### config.mk
export PLATFORM = sky130hd
export DESIGN_NAME = fetch_top
export DESIGN_NICKNAME = d
export VERILOG_FILES = /design/src/logic/fetch_pkg.sv /design/src/logic/fetch_top.sv /design/src/logic/instr_mem.sv /design/src/logic/fetch_unit.sv /design/src/logic/fetch_req_buffer.sv /design/src/logic/ibuf_credit_counter.sv /design/src/logic/warp_tag_store.sv
export SDC_FILE = /design/constraint.sdc
export NUM_CORES = 1
export LEC_CHECK = 0
export ABC_CLOCK_PERIOD_IN_PS = 3000
export BUFFER_PORTS_ARGS = -buffer_cell sky130_fd_sc_hd__buf_2
export CAP_MARGIN = 25
export CORE_UTILIZATION = 45
export DETAILED_ROUTE_END_ITERATION = 10
export MAX_ROUTING_LAYER = met4
export PLACE_DENSITY = 0.72
export SLEW_MARGIN = 40
export SYNTH_ARGS = -nofsm -noshare
export SYNTH_HDL_FRONTEND = slang
export SYNTH_SLANG_ARGS = --single-unit
export TNS_END_PERCENT = 10
### constraint.sdc
create_clock -name clk -period 3 [get_ports clk]
set_clock_uncertainty 0.05 [all_clocks]
set_input_delay 0.6 -clock clk [delete_from_list [all_inputs] [get_ports clk]]
set_output_delay 0.6 -clock clk [all_outputs]
set_load 0.02 [all_outputs]
### src/instr.hex
// One 32-bit instruction word per line, word addresses 0 to 15
00000013
00a00093
00108113
002081b3
40110233
0020f2b3
0020e333
0020c3b3
00209433
0020d4b3
4020d533
0000a5b7
00c0066f
00b50023
00052683
fe0718e3

### src/logic/fetch_pkg.sv
package fetch_pkg;

    // Core shape
    localparam int NUM_WARPS   = 4;
    localparam int NUM_THREADS = 4;
    localparam int ISSUE_CNT   = 2;
    localparam int IBUF_SIZE   = 2;
    localparam int IMEM_DEPTH  = 16;

    // Derived widths
    localparam int WID_W       = $clog2(NUM_WARPS);
    localparam int ISW_W       = $clog2(ISSUE_CNT);
    localparam int UUID_W      = 8;
    localparam int XLEN        = 32;
    localparam int IMEM_ADDR_W = XLEN - 2;
    localparam int IMEM_IDX_W  = $clog2(IMEM_DEPTH);
    localparam int TAG_W       = UUID_W + WID_W;
    localparam int CREDIT_W    = $clog2(IBUF_SIZE + 1);

    typedef logic [WID_W-1:0]       wid_t;
    typedef logic [ISW_W-1:0]       isw_t;
    typedef logic [NUM_THREADS-1:0] tmask_t;
    typedef logic [XLEN-1:0]        pc_t;
    typedef logic [XLEN-1:0]        instr_t;
    typedef logic [UUID_W-1:0]      uuid_t;
    // Word address made of PC bits 31 to 2
    typedef logic [IMEM_ADDR_W-1:0] imem_addr_t;
    // {uuid, wid}
    typedef logic [TAG_W-1:0]       imem_tag_t;
    typedef logic [CREDIT_W-1:0]    credit_t;

endpackage
### src/logic/fetch_top.sv
`timescale 1ns/1ps

module fetch_top (
    input  logic                            clk,
    input  logic                            rst_n,
    input  logic                            sched_valid,
    input  fetch_pkg::pc_t                  sched_pc,
    input  fetch_pkg::tmask_t               sched_tmask,
    input  fetch_pkg::wid_t                 sched_wid,
    input  fetch_pkg::uuid_t                sched_uuid,
    output logic                            sched_ready,
    output logic                            fetch_valid,
    output fetch_pkg::instr_t               fetch_instr,
    output fetch_pkg::pc_t                  fetch_pc,
    output fetch_pkg::tmask_t               fetch_tmask,
    output fetch_pkg::wid_t                 fetch_wid,
    output fetch_pkg::uuid_t                fetch_uuid,
    input  logic                            fetch_ready,
    input  logic [fetch_pkg::ISSUE_CNT-1:0] ibuf_pop
);

    // Internal instruction memory bus
    logic                  mem_req_valid;
    logic                  mem_req_ready;
    fetch_pkg::imem_addr_t mem_req_addr;
    fetch_pkg::imem_tag_t  mem_req_tag;
    logic                  mem_rsp_valid;
    fetch_pkg::instr_t     mem_rsp_data;
    fetch_pkg::imem_tag_t  mem_rsp_tag;
    logic                  mem_rsp_ready;

    fetch_unit u_fetch_unit (
        .clk           (clk),
        .rst_n         (rst_n),
        .sched_valid   (sched_valid),
        .sched_pc      (sched_pc),
        .sched_tmask   (sched_tmask),
        .sched_wid     (sched_wid),
        .sched_uuid    (sched_uuid),
        .sched_ready   (sched_ready),
        .fetch_valid   (fetch_valid),
        .fetch_instr   (fetch_instr),
        .fetch_pc      (fetch_pc),
        .fetch_tmask   (fetch_tmask),
        .fetch_wid     (fetch_wid),
        .fetch_uuid    (fetch_uuid),
        .fetch_ready   (fetch_ready),
        .ibuf_pop      (ibuf_pop),
        .mem_req_valid (mem_req_valid),
        .mem_req_ready (mem_req_ready),
        .mem_req_addr  (mem_req_addr),
        .mem_req_tag   (mem_req_tag),
        .mem_rsp_valid (mem_rsp_valid),
        .mem_rsp_data  (mem_rsp_data),
        .mem_rsp_tag   (mem_rsp_tag),
        .mem_rsp_ready (mem_rsp_ready)
    );

    instr_mem u_instr_mem (
        .clk           (clk),
        .rst_n         (rst_n),
        .mem_req_valid (mem_req_valid),
        .mem_req_ready (mem_req_ready),
        .mem_req_addr  (mem_req_addr),
        .mem_req_tag   (mem_req_tag),
        .mem_rsp_valid (mem_rsp_valid),
        .mem_rsp_data  (mem_rsp_data),
        .mem_rsp_tag   (mem_rsp_tag),
        .mem_rsp_ready (mem_rsp_ready)
    );

endmodule

### src/logic/instr_mem.sv
`timescale 1ns/1ps

module instr_mem (
    input  logic                  clk,
    input  logic                  rst_n,
    input  logic                  mem_req_valid,
    output logic                  mem_req_ready,
    input  fetch_pkg::imem_addr_t mem_req_addr,
    input  fetch_pkg::imem_tag_t  mem_req_tag,
    output logic                  mem_rsp_valid,
    output fetch_pkg::instr_t     mem_rsp_data,
    output fetch_pkg::imem_tag_t  mem_rsp_tag,
    input  logic                  mem_rsp_ready
);

    fetch_pkg::instr_t rom [fetch_pkg::IMEM_DEPTH];
    logic              req_fire;

    initial begin
        $readmemh("/design/src/instr.hex", rom);
    end

    // Accept when the response register is empty or draining
    assign mem_req_ready = !mem_rsp_valid || mem_rsp_ready;
    assign req_fire      = mem_req_valid && mem_req_ready;

    always_ff @(posedge clk or negedge rst_n) begin
        if (!rst_n) begin
            mem_rsp_valid <= 1'b0;
        end else if (req_fire) begin
            mem_rsp_valid <= 1'b1;
        end else if (mem_rsp_ready) begin
            mem_rsp_valid <= 1'b0;
        end
    end

    // Only the low address bits index the ROM
    always_ff @(posedge clk) begin
        if (req_fire) begin
            mem_rsp_data <= rom[mem_req_addr[fetch_pkg::IMEM_IDX_W-1:0]];
            mem_rsp_tag  <= mem_req_tag;
        end
    end

endmodule

### src/logic/fetch_unit.sv
`timescale 1ns/1ps

module fetch_unit (
    input  logic                                clk,
    input  logic                                rst_n,
    // Schedule port
    input  logic                                sched_valid,
    input  fetch_pkg::pc_t                      sched_pc,
    input  fetch_pkg::tmask_t                   sched_tmask,
    input  fetch_pkg::wid_t                     sched_wid,
    input  fetch_pkg::uuid_t                    sched_uuid,
    output logic                                sched_ready,
    // Fetch port
    output logic                                fetch_valid,
    output fetch_pkg::instr_t                   fetch_instr,
    output fetch_pkg::pc_t                      fetch_pc,
    output fetch_pkg::tmask_t                   fetch_tmask,
    output fetch_pkg::wid_t                     fetch_wid,
    output fetch_pkg::uuid_t                    fetch_uuid,
    input  logic                                fetch_ready,
    input  logic [fetch_pkg::ISSUE_CNT-1:0]     ibuf_pop,
    // Instruction memory bus
    output logic                                mem_req_valid,
    input  logic                                mem_req_ready,
    output fetch_pkg::imem_addr_t               mem_req_addr,
    output fetch_pkg::imem_tag_t                mem_req_tag,
    input  logic                                mem_rsp_valid,
    input  fetch_pkg::instr_t                   mem_rsp_data,
    input  fetch_pkg::imem_tag_t                mem_rsp_tag,
    output logic                                mem_rsp_ready
);

    fetch_pkg::isw_t               sched_isw;
    logic [fetch_pkg::ISSUE_CNT-1:0] slice_full;
    logic                          ibuf_ready;
    logic                          buf_in_ready;
    logic                          sched_fire;
    fetch_pkg::wid_t               rsp_wid;

    // Slice is the low bits of the warp id
    assign sched_isw  = fetch_pkg::isw_t'(sched_wid);
    assign ibuf_ready = !slice_full[sched_isw];

    assign sched_ready = buf_in_ready && ibuf_ready;
    assign sched_fire  = sched_valid && sched_ready;

    for (genvar i = 0; i < fetch_pkg::ISSUE_CNT; i++) begin : g_credit
        ibuf_credit_counter u_credit (
            .clk   (clk),
            .rst_n (rst_n),
            .incr  (sched_fire && (sched_isw == fetch_pkg::isw_t'(i))),
            .decr  (ibuf_pop[i]),
            .full  (slice_full[i])
        );
    end

    warp_tag_store u_tag_store (
        .clk    (clk),
        .we     (sched_fire),
        .waddr  (sched_wid),
        .wpc    (sched_pc),
        .wtmask (sched_tmask),
        .raddr  (rsp_wid),
        .rpc    (fetch_pc),
        .rtmask (fetch_tmask)
    );

    // Registered request toward the memory
    fetch_req_buffer u_req_buf (
        .clk       (clk),
        .rst_n     (rst_n),
        .in_valid  (sched_valid && ibuf_ready),
        .in_ready  (buf_in_ready),
        .in_addr   (sched_pc[fetch_pkg::XLEN-1:2]),
        .in_tag    ({sched_uuid, sched_wid}),
        .out_valid (mem_req_valid),
        .out_ready (mem_req_ready),
        .out_addr  (mem_req_addr),
        .out_tag   (mem_req_tag)
    );

    // Split the response tag and rejoin PC and tmask
    assign rsp_wid       = mem_rsp_tag[fetch_pkg::WID_W-1:0];
    assign fetch_uuid    = mem_rsp_tag[fetch_pkg::TAG_W-1:fetch_pkg::WID_W];
    assign fetch_wid     = rsp_wid;
    assign fetch_instr   = mem_rsp_data;
    assign fetch_valid   = mem_rsp_valid;
    assign mem_rsp_ready = fetch_ready;

endmodule

### src/logic/fetch_req_buffer.sv
`timescale 1ns/1ps

module fetch_req_buffer (
    input  logic                  clk,
    input  logic                  rst_n,
    input  logic                  in_valid,
    output logic                  in_ready,
    input  fetch_pkg::imem_addr_t in_addr,
    input  fetch_pkg::imem_tag_t  in_tag,
    output logic                  out_valid,
    input  logic                  out_ready,
    output fetch_pkg::imem_addr_t out_addr,
    output fetch_pkg::imem_tag_t  out_tag
);

    logic                  skid_valid;
    fetch_pkg::imem_addr_t skid_addr;
    fetch_pkg::imem_tag_t  skid_tag;
    logic                  in_fire;
    logic                  out_load;

    assign in_ready = !skid_valid;
    assign in_fire  = in_valid && in_ready;
    // Output register is free or is handing its entry over this cycle
    assign out_load = !out_valid || out_ready;

    always_ff @(posedge clk or negedge rst_n) begin
        if (!rst_n) begin
            out_valid  <= 1'b0;
            skid_valid <= 1'b0;
        end else begin
            if (out_load) begin
                out_valid  <= skid_valid || in_fire;
                skid_valid <= 1'b0;
            end else if (in_fire) begin
                // Park the new entry while the output is stalled
                skid_valid <= 1'b1;
            end
        end
    end

    always_ff @(posedge clk) begin
        if (out_load) begin
            if (skid_valid) begin
                out_addr <= skid_addr;
                out_tag  <= skid_tag;
            end else if (in_fire) begin
                out_addr <= in_addr;
                out_tag  <= in_tag;
            end
        end else if (in_fire) begin
            skid_addr <= in_addr;
            skid_tag  <= in_tag;
        end
    end

endmodule

### src/logic/ibuf_credit_counter.sv
`timescale 1ns/1ps

module ibuf_credit_counter (
    input  logic clk,
    input  logic rst_n,
    input  logic incr,
    input  logic decr,
    output logic full
);

    fetch_pkg::credit_t count;

    // Fetches in flight plus entries sitting in the slice's instruction buffer
    always_ff @(posedge clk or negedge rst_n) begin
        if (!rst_n) begin
            count <= '0;
        end else begin
            if (incr && !decr) begin
                count <= count + fetch_pkg::credit_t'(1);
            end else if (decr && !incr) begin
                count <= count - fetch_pkg::credit_t'(1);
            end
        end
    end

    // No room left for another instruction in this slice
    assign full = (count == fetch_pkg::credit_t'(fetch_pkg::IBUF_SIZE));

endmodule

### src/logic/warp_tag_store.sv
`timescale 1ns/1ps

module warp_tag_store (
    input  logic              clk,
    input  logic              we,
    input  fetch_pkg::wid_t   waddr,
    input  fetch_pkg::pc_t    wpc,
    input  fetch_pkg::tmask_t wtmask,
    input  fetch_pkg::wid_t   raddr,
    output fetch_pkg::pc_t    rpc,
    output fetch_pkg::tmask_t rtmask
);

    // One PC and thread mask slot per warp
    fetch_pkg::pc_t    pc_mem    [fetch_pkg::NUM_WARPS];
    fetch_pkg::tmask_t tmask_mem [fetch_pkg::NUM_WARPS];

    always_ff @(posedge clk) begin
        if (we) begin
            pc_mem[waddr]    <= wpc;
            tmask_mem[waddr] <= wtmask;
        end
    end

    // Asynchronous read by the wid of the returning tag
    assign rpc    = pc_mem[raddr];
    assign rtmask = tmask_mem[raddr];

endmodule

Yosys cells after proc, flatten, opt, wreduce, memory -nomap -nowiden
Memory sizes are Yosys's and may differ from the RTL's. A register that Yosys moved wholly into a read port is not among the register bits.
Cells that the tools add are included.
Operators by class
  add/sub/neg operators: 4
  order comparisons: 1
  equality and inequality tests: 2
  muxes and demuxes: 16
  bitwise logic cells: 2
  reductions and logical operators: 29
Operators with widths (count)
  $mux W10: 2
  $mux W2: 6
  $logic_and A1 B1 Y1: 11
  $reduce_bool A2 Y1: 5
  $logic_not A1 Y1: 8
  $mux W1: 8
  $add A2 B1 Y2 const B: 2
  $eq A2 B2 Y1 const B: 2
  $reduce_and A2 Y1: 2
  $sub A2 B1 Y2 const B: 2
  $logic_or A1 B1 Y1: 3
  $lt A1 B2 Y1 const B: 1
  $not A1 Y1: 2
Word-level totals
  register bits after elaboration: 69
  memory bits (writable): 144
  input bits: 52
  output and inout port bits: 80
  word-level logic and storage cells: 65
  memories: 2
Memory list
  u_fetch_unit.u_tag_store.pc_mem: depth 4, bits a word 32, rd ports 1, clocked after memory_dff 1, wr ports 1, RTL line warp_tag_store.sv:15  | fetch_pkg::pc_t pc_mem [fetch_pkg::NUM_WARPS];
  u_fetch_unit.u_tag_store.tmask_mem: depth 4, bits a word 4, rd ports 1, clocked after memory_dff 1, wr ports 1, RTL line warp_tag_store.sv:16  | fetch_pkg::tmask_t tmask_mem [fetch_pkg::NUM_WARPS];

Longest topological paths before layout
  depth after elaboration: 11
  mapped depth: 8

By module
From an unflattened synthesis, not the netlist that was laid out.
Second synthesis, totals
  cells, all modules: 442
  area total of the unflattened synthesis: 9623.0 um2
Modules (own cells, without submodules)
  warp_tag_store: times used 1, cells each 192, area each 5280.1 um2, seq. area each 4324.1 um2
  fetch_req_buffer: times used 1, cells each 134, area each 3156.8 um2, seq. area each 2452.4 um2
  instr_mem: times used 1, cells each 47, area each 598.1 um2, seq. area each 325.3 um2
  fetch_unit: times used 1, cells each 51, area each 377.9 um2, seq. area each 0.0 um2
  ibuf_credit_counter: times used 2, cells each 9, area each 105.1 um2, seq. area each 50.0 um2

Worst setup path after synthesis
Ideal clock, no wire load.
  kind: reg2reg
  from: reg u_fetch_unit.u_req_buf.skid_valid
  to: mem u_fetch_unit.u_tag_store.pc_mem[1][0] in the netlist's numbering, enable pin
  arrival: 2.419 ns
  data required time: 2.521 ns
  setup slack: 0.102 ns
  stages on the path, launching flop included: 5
  path buffers: 2
  clock period less this slack: 2.898 ns
  cell sequence: dfrtp_1 buf_2 buf_2 nand4b_1 nor2_1
On the way
  cells in the longest elaborated chain, start to end: 5
Ends and longest elaborated chain
  from (decl): RTL line fetch_req_buffer.sv:16  | logic skid_valid;
  from (signal assigned): RTL line fetch_req_buffer.sv:30  | skid_valid <= 1'b0;
  from (signal assigned): RTL line fetch_req_buffer.sv:34  | skid_valid <= 1'b0;
  from (signal assigned): RTL line fetch_req_buffer.sv:37  | skid_valid <= 1'b1;
  $logic_not A1 Y1: RTL line fetch_req_buffer.sv:22  | assign in_ready = !skid_valid;
  $logic_and A1 B1 Y1: RTL line fetch_unit.sv:44  | assign sched_ready = buf_in_ready && ibuf_ready;
  $logic_and A1 B1 Y1: RTL line fetch_unit.sv:45  | assign sched_fire = sched_valid && sched_ready;
  $mux W1: RTL line warp_tag_store.sv:19  | if (we) begin
  $mux W1 (implied by the code): RTL line warp_tag_store.sv:20  | pc_mem[waddr] <= wpc;
  to (decl): RTL line warp_tag_store.sv:15
No other way between the ends.

==> impl_metrics.json <==
{
  "insertion_delay_ns": 0.42,
  "relSlewSlack_pct": 59.4,
  "ys_types": 30,
  "r2r_start": "u_fetch_unit.u_req_buf.skid_valid$_DFFE_PN0P_",
  "hpwlAfterDp_microns": 7380,
  "dp.cells": 598,
  "drt-pass1-iter-count": 4,
  "leakagePower_uw": 0.00295,
  "ys_seq_area_share_pct": 77.8,
  "syn_inst": 311,
  "numCtsBuffers": 17,
  "grt_use_total_pct": 15.5,
  "rr_endpoint": "u_fetch_unit.u_tag_store.pc_mem[2][31]$_DFFE_PP_",
  "cp.required_ns": 2.35,
  "yosysTopAreaCell": "edfxtp_1",
  "netlist_area_sq_um": 6990,
  "period_share_pct": 89.3,
  "initial_core_util_pct": 46.0,
  "cp_max_fo": 16,
  "crit_type": "reg -> out",
  "status": "finished, final reports clean",
  "cts_root_buffer": "clkbuf_16",
  "grt_max_degree": 37,
  "min_period_ns": 2.68,
  "rows": 45,
  "drv_cap": 0,
  "finalSetupTns_ns": 0,
  "grt_setup_unrepaired": "false",
  "hold_end": "u_fetch_unit.u_req_buf.skid_tag[4]$_DFFE_PP_",
  "gp_congestion": 0.745,
  "drt_wl_total_microns": 11200,
  "reg2reg_depth": 3,
  "final_layout_size_suffix_gt1_share_pct": 42.9,
  "cts.reportedPaths.clkPinSlew_ns": 0.07,
  "fin_cells": 631,
  "first_global_vias": 3313,
  "final_antenna_net_count": 0,
  "post_cts_buffers": 0,
  "die_height_microns": 127,
  "ys_top_cells_by_area": "edfxtp_1 (75%), mux4_2 (9.7%), buf_4 (3.4%)",
  "drv_slew": 0,
  "post_cts_resized": 0,
  "via_per_inst": 5.00,
  "cts_sinks": 183,
  "core_area_sq_um": 15200,
  "port_buffers": 99,
  "drtIter0Drc": 227,
  "whs_path_depth": 1,
  "holdCritStartpoint": "sched_uuid[2]",
  "fmax_ghz": 0.373,
  "total_power_uw": 7290,
  "setup_viol": 0,
  "cts_max_level": 4,
  "grt-ovfl-total": 0,
  "num_vias": 3155,
  "grt_pass1_wl_microns": 17200,
  "synth_top_area_share_pct": 74.7,
  "clockBufferDepth": 2,
  "area_growth_pct": 17.1,
  "synth-seq-cells": 183,
  "fin_nets": 484,
  "die-area_sq_um": 16000,
  "antennaDiodeCount": 0,
  "hold_violations": 0,
  "hold_path_class": "in -> reg",
  "tightest_slew_ns": 0.608,
  "r2r_slack_ns": 0.75,
  "antenna_found_initial": 0,
  "start_kind": "flop",
  "avgSynthCellArea_sq_um": 22.5,
  "io_pins": 132,
  "cts_tree": "done",
  "hold-worst-slack_ns": 0.312,
  "arrival_ns": 2.03,
  "route.detailed.drc": 0,
  "max-vdd-ir-drop_mv": 0.622,
  "hold_buffers": 1,
  "ys_warn_count": 0,
  "die_w_microns": 127,
  "worstSetupEndpointType": "output pin",
  "power_density_nw_per_um2": 890,
  "routedWlPerCell_microns": 17.7
}
## cells in the mapped netlist (all sizes together)
library cell  count
mux2i             1
conb              1
a21oi             1
dfrtp             7
xor2              4
mux4             36
clkbuf            1
inv               6
buf              41
nand2             2
nand2b            4
nor4b             1
nand4b            1
o21ai             1
dfxtp             2
xnor2             2
nor4              1
and2              2
mux2             11
a21boi            1
edfxtp          174
ha                2
nand3             1
nand3b            2
nor2              5
a31oi             1
## how the worst max path moves through the flow
stage / start / slack [ns] / end
5_1_grt: flop / 0.19 / fetch_pc[31]
6_report: flop / 0.32 / fetch_tmask[1]
4_1_cts: flop / 0.25 / fetch_tmask[1]
3_5_place_dp: sched_wid[0] / 0.64 / u_fetch_unit.u_tag_store.pc_mem[2][12]$_DFFE_PP_
3_3_place_gp: sched_wid[0] / 0.68 / u_fetch_unit.u_tag_store.pc_mem[2][21]$_DFFE_PP_
2_1_floorplan: u_fetch_unit.u_req_buf.skid_valid$_DFFE_PN0P_ / 0.10 / u_fetch_unit.u_tag_store.pc_mem[1][0]$_DFFE_PP_
## cell usage in the layout (no fill, tap or decap), types with 3 or more instances in the layout
| master | instances |
|---|---|
| inv_8 | 3 |
| edfxtp_1 | 174 |
| mux4_1 | 6 |
| inv_6 | 3 |
| mux4_2 | 30 |
| buf_4 | 10 |
| nand2b_1 | 4 |
| conb_1 | 32 |
| clkbuf_16 | 17 |
| clkinv_4 | 4 |
| dfrtp_1 | 7 |
| buf_2 | 99 |
| mux2_2 | 11 |
| nor2_1 | 3 |
| inv_1 | 6 |
| xor2_1 | 4 |
## cells by family after synthesis
group / after synthesis / synth area share (%)
fa+ha+maj: 2 / 0.358
simple gates: 19 / 1.63
compound gates: 4 / 0.340
other cells: 1 / 0.0536
mux: 48 / 13.8
xor+xnor: 6 / 0.752
buf+inv: 48 / 5.21
flops: 183 / 77.8
## power breakdown
| part | internal, uW | total [uW] | leakage [uW] | switching [uW] |
|---|---|---|---|---|
| combinational | 816 | 1950 | 0.000986 | 1130 |
| clock | 1110 | 2060 | 0.000270 | 946 |
| sequential | 3150 | 3290 | 0.00169 | 142 |
| total | 5070 | 7290 | 0.00295 | 2220 |
## sequential cells by signal (all words and copies together) (netlist names), named ones only
signal and count:
u_instr_mem.mem_rsp_tag 10, u_fetch_unit.u_req_buf.out_tag 10, u_fetch_unit.u_req_buf.skid_tag 10, u_instr_mem.mem_rsp_valid 1, u_fetch_unit.u_req_buf.out_valid 1, u_fetch_unit.u_tag_store.pc_mem 128, u_fetch_unit.g_credit.u_credit.count 4, u_fetch_unit.u_tag_store.tmask_mem 16
u_fetch_unit.u_req_buf.skid_valid 1
## per-layer routing
layer	vias to the layer above	track usage, %	part of all wire [%]
li1	1427	-	-
met1	1621	18.4	42
met2	96	24.3	51
met3	11	5.78	6.2
met4	0	5.95	1.1
met5	-	-	0
## worst max-delay path, stage by stage (launching register included)
cell     delay, ns
dfxtp_2       0.44
buf_4         0.36
mux4_1        0.62
buf_2         0.18
## final cells by class
class	instances	area, sq um
Multi-Input combinational cell	111	1330
Tap cell	188	235
Clock inverter	13	115
Inverter	6	22.5
Clock buffer	19	443
Timing Repair Buffer	111	601
Sequential cell	183	5440
Fill cell	1201	7020
## per-stage QoR
step	area, sq um	worst slack [ns]	util (%)
6_report	8190	0.320	53.8
5_1_grt	8190	0.186	53.8
4_1_cts	8190	0.245	53.8
3_5_place_dp	7620	0.640	50.1
3_3_place_gp	7620	0.684	50.1
2_1_floorplan	7110	0.102	-
Note: power is estimated with default switching activity, not from simulation.
